`src/rename_cfg_pkg.sv`:
```
package rename_cfg_pkg;

    // ==================================================
    // Register file and queue sizes
    // ==================================================
    localparam int ARCH_REGS = 32;
    localparam int PREG_NUM  = 48;

    // Physical registers not covered by the identity map
    localparam int FREE_NUM  = PREG_NUM - ARCH_REGS;

    localparam int ROB_SIZE  = 8;

    // ==================================================
    // Vector types
    // ==================================================
    typedef logic [4:0]  areg_t;
    typedef logic [5:0]  preg_t;

    typedef logic [2:0]  rob_idx_t;

    // One bit wider than the index so a full ROB fits
    typedef logic [3:0]  rob_cnt_t;

    // Holds 0 to FREE_NUM inclusive
    typedef logic [4:0]  free_cnt_t;

    typedef logic [31:0] data_t;
    typedef logic [31:0] pc_t;

endpackage

```
`src/rename_msg_pkg.sv`:
```
package rename_msg_pkg;

    import rename_cfg_pkg::*;

    // Instruction from decode
    typedef struct packed {
        logic  valid;
        pc_t   pc;
        areg_t rd;
        areg_t rs1;
        areg_t rs2;
    } dec_uop_t;

    // Renamed instruction towards dispatch
    typedef struct packed {
        logic     valid;
        pc_t      pc;
        areg_t    rd;
        logic     has_dest;
        preg_t    rd_preg;
        preg_t    old_preg;
        preg_t    rs1_preg;
        logic     rs1_valid;
        preg_t    rs2_preg;
        logic     rs2_valid;
        rob_idx_t rob_idx;
    } ren_uop_t;

    // Payload kept per ROB slot
    typedef struct packed {
        pc_t   pc;
        areg_t rd;
        logic  has_dest;
        preg_t new_preg;
        preg_t old_preg;
    } rob_entry_t;

    typedef struct packed {
        logic     valid;
        rob_idx_t rob_idx;
        data_t    value;
        logic     exception;
    } wb_t;

    // Retired instruction, one per cycle at most
    typedef struct packed {
        logic     valid;
        rob_idx_t rob_idx;
        pc_t      pc;
        areg_t    rd;
        logic     has_dest;
        preg_t    new_preg;
        preg_t    old_preg;
        data_t    value;
        logic     exception;
    } commit_t;

endpackage

```
`src/map_table.sv`:
```
`timescale 1ns/1ps

module map_table
    import rename_cfg_pkg::*;
(
    input  logic  clk,
    input  logic  rst_n,
    input  logic  flush,

    // Source lookups
    input  areg_t rs1,
    input  areg_t rs2,
    output preg_t rs1_preg,
    output preg_t rs2_preg,

    // Destination lookup gives the mapping being replaced
    input  areg_t rd,
    output preg_t old_preg,

    input  logic  wr_en,
    input  areg_t wr_rd,
    input  preg_t wr_preg
);

    preg_t map_q [ARCH_REGS];

    assign rs1_preg = map_q[rs1];
    assign rs2_preg = map_q[rs2];
    assign old_preg = map_q[rd];

    // ==================================================
    // Map update
    // ==================================================
    always_ff @(posedge clk or negedge rst_n) begin
        if (!rst_n) begin
            for (int i = 0; i < ARCH_REGS; i++) begin
                map_q[i] <= preg_t'(i);
            end
        end else if (flush) begin
            // Back to the identity map
            for (int i = 0; i < ARCH_REGS; i++) begin
                map_q[i] <= preg_t'(i);
            end
        end else if (wr_en) begin
            map_q[wr_rd] <= wr_preg;
        end
    end

endmodule

```
`src/free_list.sv`:
```
`timescale 1ns/1ps

module free_list
    import rename_cfg_pkg::*;
(
    input  logic  clk,
    input  logic  rst_n,
    input  logic  flush,

    // Allocation side
    input  logic  pop,
    output preg_t head_preg,
    output logic  empty,

    // Release side, fed by commit
    input  logic  push,
    input  preg_t push_preg
);

    preg_t     slot_q [FREE_NUM];
    logic [$clog2(FREE_NUM)-1:0] head;
    logic [$clog2(FREE_NUM)-1:0] tail;
    free_cnt_t count;
    logic      do_pop;
    logic      do_push;

    function automatic logic [$clog2(FREE_NUM)-1:0] next_ptr(
        input logic [$clog2(FREE_NUM)-1:0] ptr
    );
        if (ptr == $clog2(FREE_NUM)'(FREE_NUM - 1)) begin
            return '0;
        end
        return ptr + 1'b1;
    endfunction

    assign empty     = (count == '0);
    assign head_preg = slot_q[head];

    assign do_pop  = pop && !empty;
    assign do_push = push && (count != free_cnt_t'(FREE_NUM));

    // ==================================================
    // Queue state
    // ==================================================
    always_ff @(posedge clk or negedge rst_n) begin
        if (!rst_n) begin
            for (int i = 0; i < FREE_NUM; i++) begin
                slot_q[i] <= preg_t'(ARCH_REGS + i);
            end
            head  <= '0;
            tail  <= '0;
            count <= free_cnt_t'(FREE_NUM);
        end else if (flush) begin
            // Every register above the identity range is free again
            for (int i = 0; i < FREE_NUM; i++) begin
                slot_q[i] <= preg_t'(ARCH_REGS + i);
            end
            head  <= '0;
            tail  <= '0;
            count <= free_cnt_t'(FREE_NUM);
        end else begin
            if (do_pop) begin
                head <= next_ptr(head);
            end
            if (do_push) begin
                slot_q[tail] <= push_preg;
                tail         <= next_ptr(tail);
            end
            count <= count + free_cnt_t'(do_push) - free_cnt_t'(do_pop);
        end
    end

endmodule

```
`src/rob.sv`:
```
`timescale 1ns/1ps

module rob
    import rename_cfg_pkg::*;
    import rename_msg_pkg::*;
(
    input  logic       clk,
    input  logic       rst_n,
    input  logic       flush,

    // Allocation at the tail
    input  logic       alloc,
    input  rob_entry_t alloc_entry,
    output rob_idx_t   tail_idx,
    output logic       full,

    input  wb_t        wb,

    // Registered in-order retirement
    output commit_t    commit,
    output logic       empty
);

    rob_entry_t entry_q [ROB_SIZE];
    data_t      value_q [ROB_SIZE];
    logic       exc_q   [ROB_SIZE];

    logic [ROB_SIZE-1:0] done_q;
    rob_idx_t   head;
    rob_idx_t   tail;
    rob_cnt_t   count;
    logic       do_alloc;
    logic       do_commit;

    function automatic rob_idx_t next_idx(input rob_idx_t idx);
        if (idx == rob_idx_t'(ROB_SIZE - 1)) begin
            return '0;
        end
        return idx + 1'b1;
    endfunction

    assign empty    = (count == '0);
    assign full     = (count == rob_cnt_t'(ROB_SIZE));
    assign tail_idx = tail;

    assign do_alloc  = alloc && !full && !flush;
    // Head retires once its writeback has landed
    assign do_commit = !empty && done_q[head] && !flush;

    // ==================================================
    // Slot payload, value and exception
    // ==================================================
    always_ff @(posedge clk) begin
        if (do_alloc) begin
            entry_q[tail] <= alloc_entry;
        end
        if (wb.valid && !flush) begin
            value_q[wb.rob_idx] <= wb.value;
            exc_q[wb.rob_idx]   <= wb.exception;
        end
    end

    // ==================================================
    // Pointers, done bits and commit port
    // ==================================================
    always_ff @(posedge clk or negedge rst_n) begin
        if (!rst_n) begin
            head   <= '0;
            tail   <= '0;
            count  <= '0;
            done_q <= '0;
            commit <= '0;
        end else if (flush) begin
            head         <= '0;
            tail         <= '0;
            count        <= '0;
            done_q       <= '0;
            commit.valid <= 1'b0;
        end else begin
            commit.valid <= 1'b0;

            if (do_commit) begin
                commit <= '{
                    valid:     1'b1,
                    rob_idx:   head,
                    pc:        entry_q[head].pc,
                    rd:        entry_q[head].rd,
                    has_dest:  entry_q[head].has_dest,
                    new_preg:  entry_q[head].new_preg,
                    old_preg:  entry_q[head].old_preg,
                    value:     value_q[head],
                    exception: exc_q[head]
                };
                done_q[head] <= 1'b0;
                head         <= next_idx(head);
            end

            if (wb.valid) begin
                done_q[wb.rob_idx] <= 1'b1;
            end

            // New entry waits for its own writeback
            if (do_alloc) begin
                done_q[tail] <= 1'b0;
                tail         <= next_idx(tail);
            end

            count <= count + rob_cnt_t'(do_alloc) - rob_cnt_t'(do_commit);
        end
    end

endmodule

```
`src/rename_stage.sv`:
```
`timescale 1ns/1ps

module rename_stage
    import rename_cfg_pkg::*;
    import rename_msg_pkg::*;
(
    input  logic       clk,
    input  logic       rst_n,
    input  logic       flush,

    input  dec_uop_t   in,
    output ren_uop_t   out,
    output logic       stall,

    // Map table lookup and update
    output areg_t      rs1,
    output areg_t      rs2,
    output areg_t      rd,
    input  preg_t      rs1_preg,
    input  preg_t      rs2_preg,
    input  preg_t      old_preg,
    output logic       map_wr,

    // Free list
    input  preg_t      free_head,
    input  logic       free_empty,
    output logic       pop,

    // ROB allocation
    output logic       rob_alloc,
    output rob_entry_t rob_entry,
    input  rob_idx_t   rob_tail,
    input  logic       rob_full
);

    logic     has_dest;
    logic     accept;
    preg_t    new_preg;
    ren_uop_t next_uop;

    // x0 is never renamed
    assign has_dest = (in.rd != '0);

    assign stall  = in.valid && (rob_full || (has_dest && free_empty));
    assign accept = in.valid && !stall && !flush;

    assign rs1 = in.rs1;
    assign rs2 = in.rs2;
    assign rd  = in.rd;

    assign new_preg = has_dest ? free_head : '0;

    assign pop       = accept && has_dest;
    assign map_wr    = accept && has_dest;
    assign rob_alloc = accept;

    assign rob_entry = '{
        pc:       in.pc,
        rd:       in.rd,
        has_dest: has_dest,
        new_preg: new_preg,
        old_preg: old_preg
    };

    // ==================================================
    // Renamed instruction
    // ==================================================
    always_comb begin
        next_uop           = '0;
        next_uop.valid     = 1'b1;
        next_uop.pc        = in.pc;
        next_uop.rd        = in.rd;
        next_uop.has_dest  = has_dest;
        next_uop.rd_preg   = new_preg;
        next_uop.old_preg  = old_preg;
        next_uop.rs1_preg  = rs1_preg;
        next_uop.rs1_valid = (in.rs1 != '0);
        next_uop.rs2_preg  = rs2_preg;
        next_uop.rs2_valid = (in.rs2 != '0);
        next_uop.rob_idx   = rob_tail;
    end

    always_ff @(posedge clk or negedge rst_n) begin
        if (!rst_n) begin
            out <= '0;
        end else if (flush) begin
            out.valid <= 1'b0;
        end else if (accept) begin
            out <= next_uop;
        end else begin
            // Stalled or idle cycle
            out.valid <= 1'b0;
        end
    end

endmodule

```
`src/rename_core.sv`:
```
`timescale 1ns/1ps

module rename_core
    import rename_cfg_pkg::*;
    import rename_msg_pkg::*;
(
    input  logic     clk,
    input  logic     rst_n,
    input  logic     flush,

    input  dec_uop_t in,
    output ren_uop_t out,
    output logic     stall,

    input  wb_t      wb,
    output commit_t  commit,
    output logic     rob_empty
);

    areg_t      lkp_rs1;
    areg_t      lkp_rs2;
    areg_t      lkp_rd;
    preg_t      rs1_preg;
    preg_t      rs2_preg;
    preg_t      old_preg;
    logic       map_wr;
    preg_t      free_head;
    logic       free_empty;
    logic       pop;
    logic       rob_alloc;
    rob_entry_t rob_entry;
    rob_idx_t   rob_tail;
    logic       rob_full;

    // ==================================================
    // Input side
    // ==================================================
    rename_stage u_stage (
        .clk        (clk),
        .rst_n      (rst_n),
        .flush      (flush),
        .in         (in),
        .out        (out),
        .stall      (stall),
        .rs1        (lkp_rs1),
        .rs2        (lkp_rs2),
        .rd         (lkp_rd),
        .rs1_preg   (rs1_preg),
        .rs2_preg   (rs2_preg),
        .old_preg   (old_preg),
        .map_wr     (map_wr),
        .free_head  (free_head),
        .free_empty (free_empty),
        .pop        (pop),
        .rob_alloc  (rob_alloc),
        .rob_entry  (rob_entry),
        .rob_tail   (rob_tail),
        .rob_full   (rob_full)
    );

    map_table u_map (
        .clk      (clk),
        .rst_n    (rst_n),
        .flush    (flush),
        .rs1      (lkp_rs1),
        .rs2      (lkp_rs2),
        .rs1_preg (rs1_preg),
        .rs2_preg (rs2_preg),
        .rd       (lkp_rd),
        .old_preg (old_preg),
        .wr_en    (map_wr),
        .wr_rd    (lkp_rd),
        .wr_preg  (free_head)
    );

    // Released register comes from the committed entry
    free_list u_free (
        .clk       (clk),
        .rst_n     (rst_n),
        .flush     (flush),
        .pop       (pop),
        .head_preg (free_head),
        .empty     (free_empty),
        .push      (commit.valid && commit.has_dest),
        .push_preg (commit.old_preg)
    );

    rob u_rob (
        .clk         (clk),
        .rst_n       (rst_n),
        .flush       (flush),
        .alloc       (rob_alloc),
        .alloc_entry (rob_entry),
        .tail_idx    (rob_tail),
        .full        (rob_full),
        .wb          (wb),
        .commit      (commit),
        .empty       (rob_empty)
    );

endmodule

```
`config.mk`:
```
export PLATFORM = sky130hd
export DESIGN_NAME = rename_core
export DESIGN_NICKNAME = d
export VERILOG_FILES = /design/src/rename_cfg_pkg.sv /design/src/rename_msg_pkg.sv /design/src/map_table.sv /design/src/free_list.sv /design/src/rob.sv /design/src/rename_stage.sv /design/src/rename_core.sv
export SDC_FILE = /design/constraint.sdc
export NUM_CORES = 2
export LEC_CHECK = 0
export BUFFER_PORTS_ARGS = -buffer_cell sky130_fd_sc_hd__buf_2
export CELL_PAD_IN_SITES_DETAIL_PLACEMENT = 1
export CELL_PAD_IN_SITES_GLOBAL_PLACEMENT = 1
export CORE_MARGIN = 5
export CORE_UTILIZATION = 52
export DETAILED_ROUTE_END_ITERATION = 8
export PLACE_DENSITY_LB_ADDON = 0.1
export RECOVER_POWER = 100
export SYNTH_ARGS = -nofsm -noshare
export SYNTH_HDL_FRONTEND = slang
export SYNTH_SLANG_ARGS = --single-unit
```
`constraint.sdc`:
```
create_clock -name clk -period 9.3 [get_ports clk]
set_clock_uncertainty 0.15 [all_clocks]
set_input_delay 0.465 -clock clk [delete_from_list [all_inputs] [get_ports clk]]
set_output_delay 0.465 -clock clk [all_outputs]
set_load 0.01 [all_outputs]
```
==> Implementation_results.wiki <==
{| class="wikitable"
! Metric !! Value
|-
| Main combinational cell family by area after synthesis || multiplexers
|-
| Most frequent cells in the layout || 664 x sky130_fd_sc_hd__edfxtp_1, 343 x sky130_fd_sc_hd__dfrtp_1, 312 x sky130_fd_sc_hd__mux4_2
|-
| Met2 track utilization from global routing || 0.472
|-
| Antenna violations before repair || 5
|-
| Routed Antenna Nets || 0
|-
| Cell repeated most along the worst path || sky130_fd_sc_hd__clkbuf_1
|-
| Avg Synthesized Cell Area || 15.1 µm²
|-
| Iteration-0 DRC Markers || 2893
|-
| Die extent in y || 319 µm
|-
| Final hold slack || 0.0363 ns
|-
| Portion of the post-synthesis area used by sequential elements || 0.643
|-
| Combinational group share of total power || 0.132
|-
| Portion of netlist area occupied by mux cells || 0.180
|-
| Synthesized area || 0.0497 mm²
|-
| Final hold violation count || 0
|-
| Worst VDD drop || 150 µV
|-
| Top flip-flop cell by instance count after synthesis || sky130_fd_sc_hd__edfxtp_1
|-
| Switch Pwr || 3.54 mW
|-
| Buffers on Ports || 244
|-
| Wirelength per Cell || 29.0 µm
|-
| TritonCTS clock tree || done
|-
| DP Wirelength || 84200 µm
|-
| Setup TNS || 0 ns
|-
| Total Nets Final || 3634
|-
| Detailed-route via count || 30800
|-
| Highest achievable clock rate || 162 MHz
|-
| Die Footprint || 0.102 mm²
|-
| Number of DRC violations after detailed routing || 0
|-
| I/O Pins || 245
|-
| Via-to-Cell Ratio || 6.30
|-
| Critical-path cell list || clkbuf_1, clkbuf_1, mux4_2, a22oi_1, nand4_1, mux2_2
|-
| Synth Area in XOR/XNOR || 0.00123
|-
| Buffer and inverter count on the worst path || 2
|-
| Global routing usage on met3 || 0.0408
|-
| Worst Path Required || 9.74 ns
|-
| Share of post-route cells with drive strength above 1 || 0.202
|-
| Pre-Repair DR Iteration Count || 6
|-
| Number of global-route vias before repair || 33400
|-
| Top area cells in the synthesized netlist || sky130_fd_sc_hd__edfxtp_1 40%, sky130_fd_sc_hd__dfrtp_1 17%, sky130_fd_sc_hd__mux4_2 14%
|-
| Core footprint || 0.0950 mm²
|-
| Count of state elements after synthesis || 1138
|-
| Crit path kind || input port to flop
|-
| Proportion of netlist area held by the largest area contributor || 0.401
|-
| Grt met1 use || 0.373
|-
| Total global-route track usage || 0.277
|-
| Number of synthesized flops with an enable pin || 664
|-
| Clock transition at the register clock pins on the worst setup and hold paths after CTS || 0.06 ns
|-
| Most common cell after layout, fill and taps aside || sky130_fd_sc_hd__edfxtp_1
|-
| Maximum number of pins on one net before global-route repair || 175
|-
| Worst-path cell with the longest stage delay || sky130_fd_sc_hd__clkbuf_1
|-
| Clock latency at the later pin of the worst-skew pair || 0.71 ns
|-
| Count of standard-cell rows || 113
|-
| Largest fanout on the critical path || 40
|-
| Sinks on Clock Net || 1138
|-
| Yosys Warn Count || 0
|-
| Sequential Power Share || 0.479
|-
| Setup repair after global routing missed its margin || no
|-
| Effective utilization at floorplan || 0.523
|-
| Clock Path Buffers || 3
|-
| Floorplan die width || 319 µm
|-
| Max cap viols || 29
|-
| Actual transition at the worst max-transition pin || 4.36 ns
|-
| Final setup violation count || 0
|-
| Peak per-stage delay on the critical path || 1.99 ns
|-
| Tightest Hold Check Type || input port to flop
|-
| Basic-gate share of the synthesized area counting and, or, nand and nor cells || 0.0795
|-
| Number of slew-limit violations in the final report || 1113
|-
| Cell internal pwr || 9.40 mW
|-
| Most Crowded Layer GR || met2
|-
| Cells resized by post-CTS repair || 0
|-
| Global-route congestion overflow total || 0
|-
| Compound-gate portion of the synthesized area || 0.0632
|-
| Power density relative to cell area || 230 mW/mm²
|-
| Max_slew headroom || -1.91
|-
| Period utilisation layout || 0.662
|-
| Weighted congestion reported at the end of routability-driven placement || 0.881
|-
| Adder and majority cell fraction of the synthesized area || 0.00609
|-
| Fraction of synthesis flops using an asynchronous set or reset pin || 0.417
|-
| H-tree depth || 3
|-
| Total leakage power || 19.5 nW
|-
| Count of distinct cell types in the synthesized netlist || 69
|-
| Post-synthesis cell type with the largest combined area || sky130_fd_sc_hd__edfxtp_1
|-
| Sum of internal, switching and leakage power || 12.9 mW
|-
| Violations in the final reports || capacitance limit, slew limit
|-
| Kind of launch point of the worst setup path || input port
|-
| Status || finished with violations
|-
| Switching fraction of total power || 0.274
|-
| Mapped Cells || 3291
|-
| Wire length of the first global-routing pass || 216000 µm
|-
| Cell chosen for the clock root || sky130_fd_sc_hd__clkbuf_16
|-
| Number of CTS-inserted buffers || 118
|-
| Final critical delay including setup and external delays || 6.16 ns
|-
| Clock network fraction of design power || 0.390
|-
| Post-synthesis to final-layout area growth || 13.2%
|-
| Number of nets produced by synthesis || 3402
|-
| Arrival time reported for the critical path endpoint || 6.60 ns
|-
| Worst path top cell family by delay || buffers and inverters
|-
| Routed wire length || 142000 µm
|-
| CP endpoint kind || flop
|}
==> cells by family after synthesis <==
kind of cell,Yosys count
AO/OA/AOI/OAI,549
buffers and inverters,301
XOR/XNOR,7
multiplexers,490
AND/OR/NAND/NOR,783
adder cells (fa/ha/maj),23
flip-flops,1138
==> state kept, by name, summed over array words and instances (netlist names), 5 cells and up <==
| register | cells |
|---|---|
| u_rob.exc_q | 8 |
| u_rob.value_q | 256 |
| u_free.count | 5 |
| u_stage.out | 68 |
| u_map.map_q | 192 |
| u_rob.entry_q | 400 |
| u_free.slot_q | 96 |
| u_rob.done_q | 8 |
| u_rob.commit | 87 |
==> metrics by stage <==
step,std cells,cell area (µm²),setup WS [ns],util
after global routing,4895,56300,2.66,0.592
after floorplan,3291,49700,1.64,-
after global placement,4600,52000,4.12,0.548
after CTS,4893,56900,4.28,0.599
after detailed placement,4600,52000,3.99,0.548
final,4896,56300,3.14,0.592
==> power groups by stage <==
stage / logic, mW / clock network [mW] / registers, mW
after global routing: 1.85 / 5.37 / 6.24
after detailed placement: 1.79 / 0 / 6.27
after global placement: 1.71 / 0 / 6.23
after floorplan: 0.850 / 0 / 6.25
final: 1.71 / 5.04 / 6.20
after CTS: 1.84 / 5.11 / 6.18
==> per-layer routing <==
layer | part of all wire | wire length, µm | up-vias
met5 | 0.00084 | 119 | -
met4 | 0.028 | 4040 | 2
met3 | 0.060 | 8470 | 210
met2 | 0.51 | 72300 | 1049
met1 | 0.40 | 57200 | 16500
li1 | - | - | 13100
==> cell usage after synthesis, types with 26 or more instances <==
master                     count
sky130_fd_sc_hd__a22oi_1      36
sky130_fd_sc_hd__mux2i_1     154
sky130_fd_sc_hd__clkbuf_1    139
sky130_fd_sc_hd__a21oi_1     232
sky130_fd_sc_hd__nor2b_1      27
sky130_fd_sc_hd__dfstp_2     129
sky130_fd_sc_hd__nand3_1      97
sky130_fd_sc_hd__mux4_2      312
sky130_fd_sc_hd__inv_1        26
sky130_fd_sc_hd__nand2_1     288
sky130_fd_sc_hd__nor2_1      156
sky130_fd_sc_hd__nand3b_1    124
sky130_fd_sc_hd__buf_2        98
sky130_fd_sc_hd__dfrtp_1     345
sky130_fd_sc_hd__o21ai_0     177
sky130_fd_sc_hd__edfxtp_1    664
==> final cells by class <==
| type | count | area [µm²] |
|---|---|---|
| Sequential cell | 1138 | 32000 |
| Tap cell | 1265 | 1580 |
| Antenna cell | 3 | 7.51 |
| Fill cell | 8968 | 38700 |
| Clock buffer | 169 | 3360 |
| Multi-Input combinational cell | 1852 | 16400 |
| Timing Repair Buffer | 384 | 2070 |
| Clock inverter | 56 | 813 |
| Inverter | 29 | 114 |
==> timing repair <==
item | in CTS | in global routing
buffers inserted | 0 | 0
hold buffers | 68 | 0
endpoints found under the hold margin | 644 | 0
==> worst paths after layout <==
check	from	endpoint	slack, ns	depth (start not counted)
min in group asynchronous	rst_n	u_rob.commit[13]	0.26	2
worst min register to register	u_stage.out[3]	u_stage.out[3]	0.33	2
worst max register to register	u_rob.head[0]	u_rob.count[3]	3.50	11
worst max-delay path	in[10]	u_stage.out[19]	3.14	6
worst min-delay path	flush	u_free.slot_q[63]	0.04	2
max in group asynchronous	rst_n	u_map.map_q[37]	4.05	3
Power figures use the tool's default switching activity.
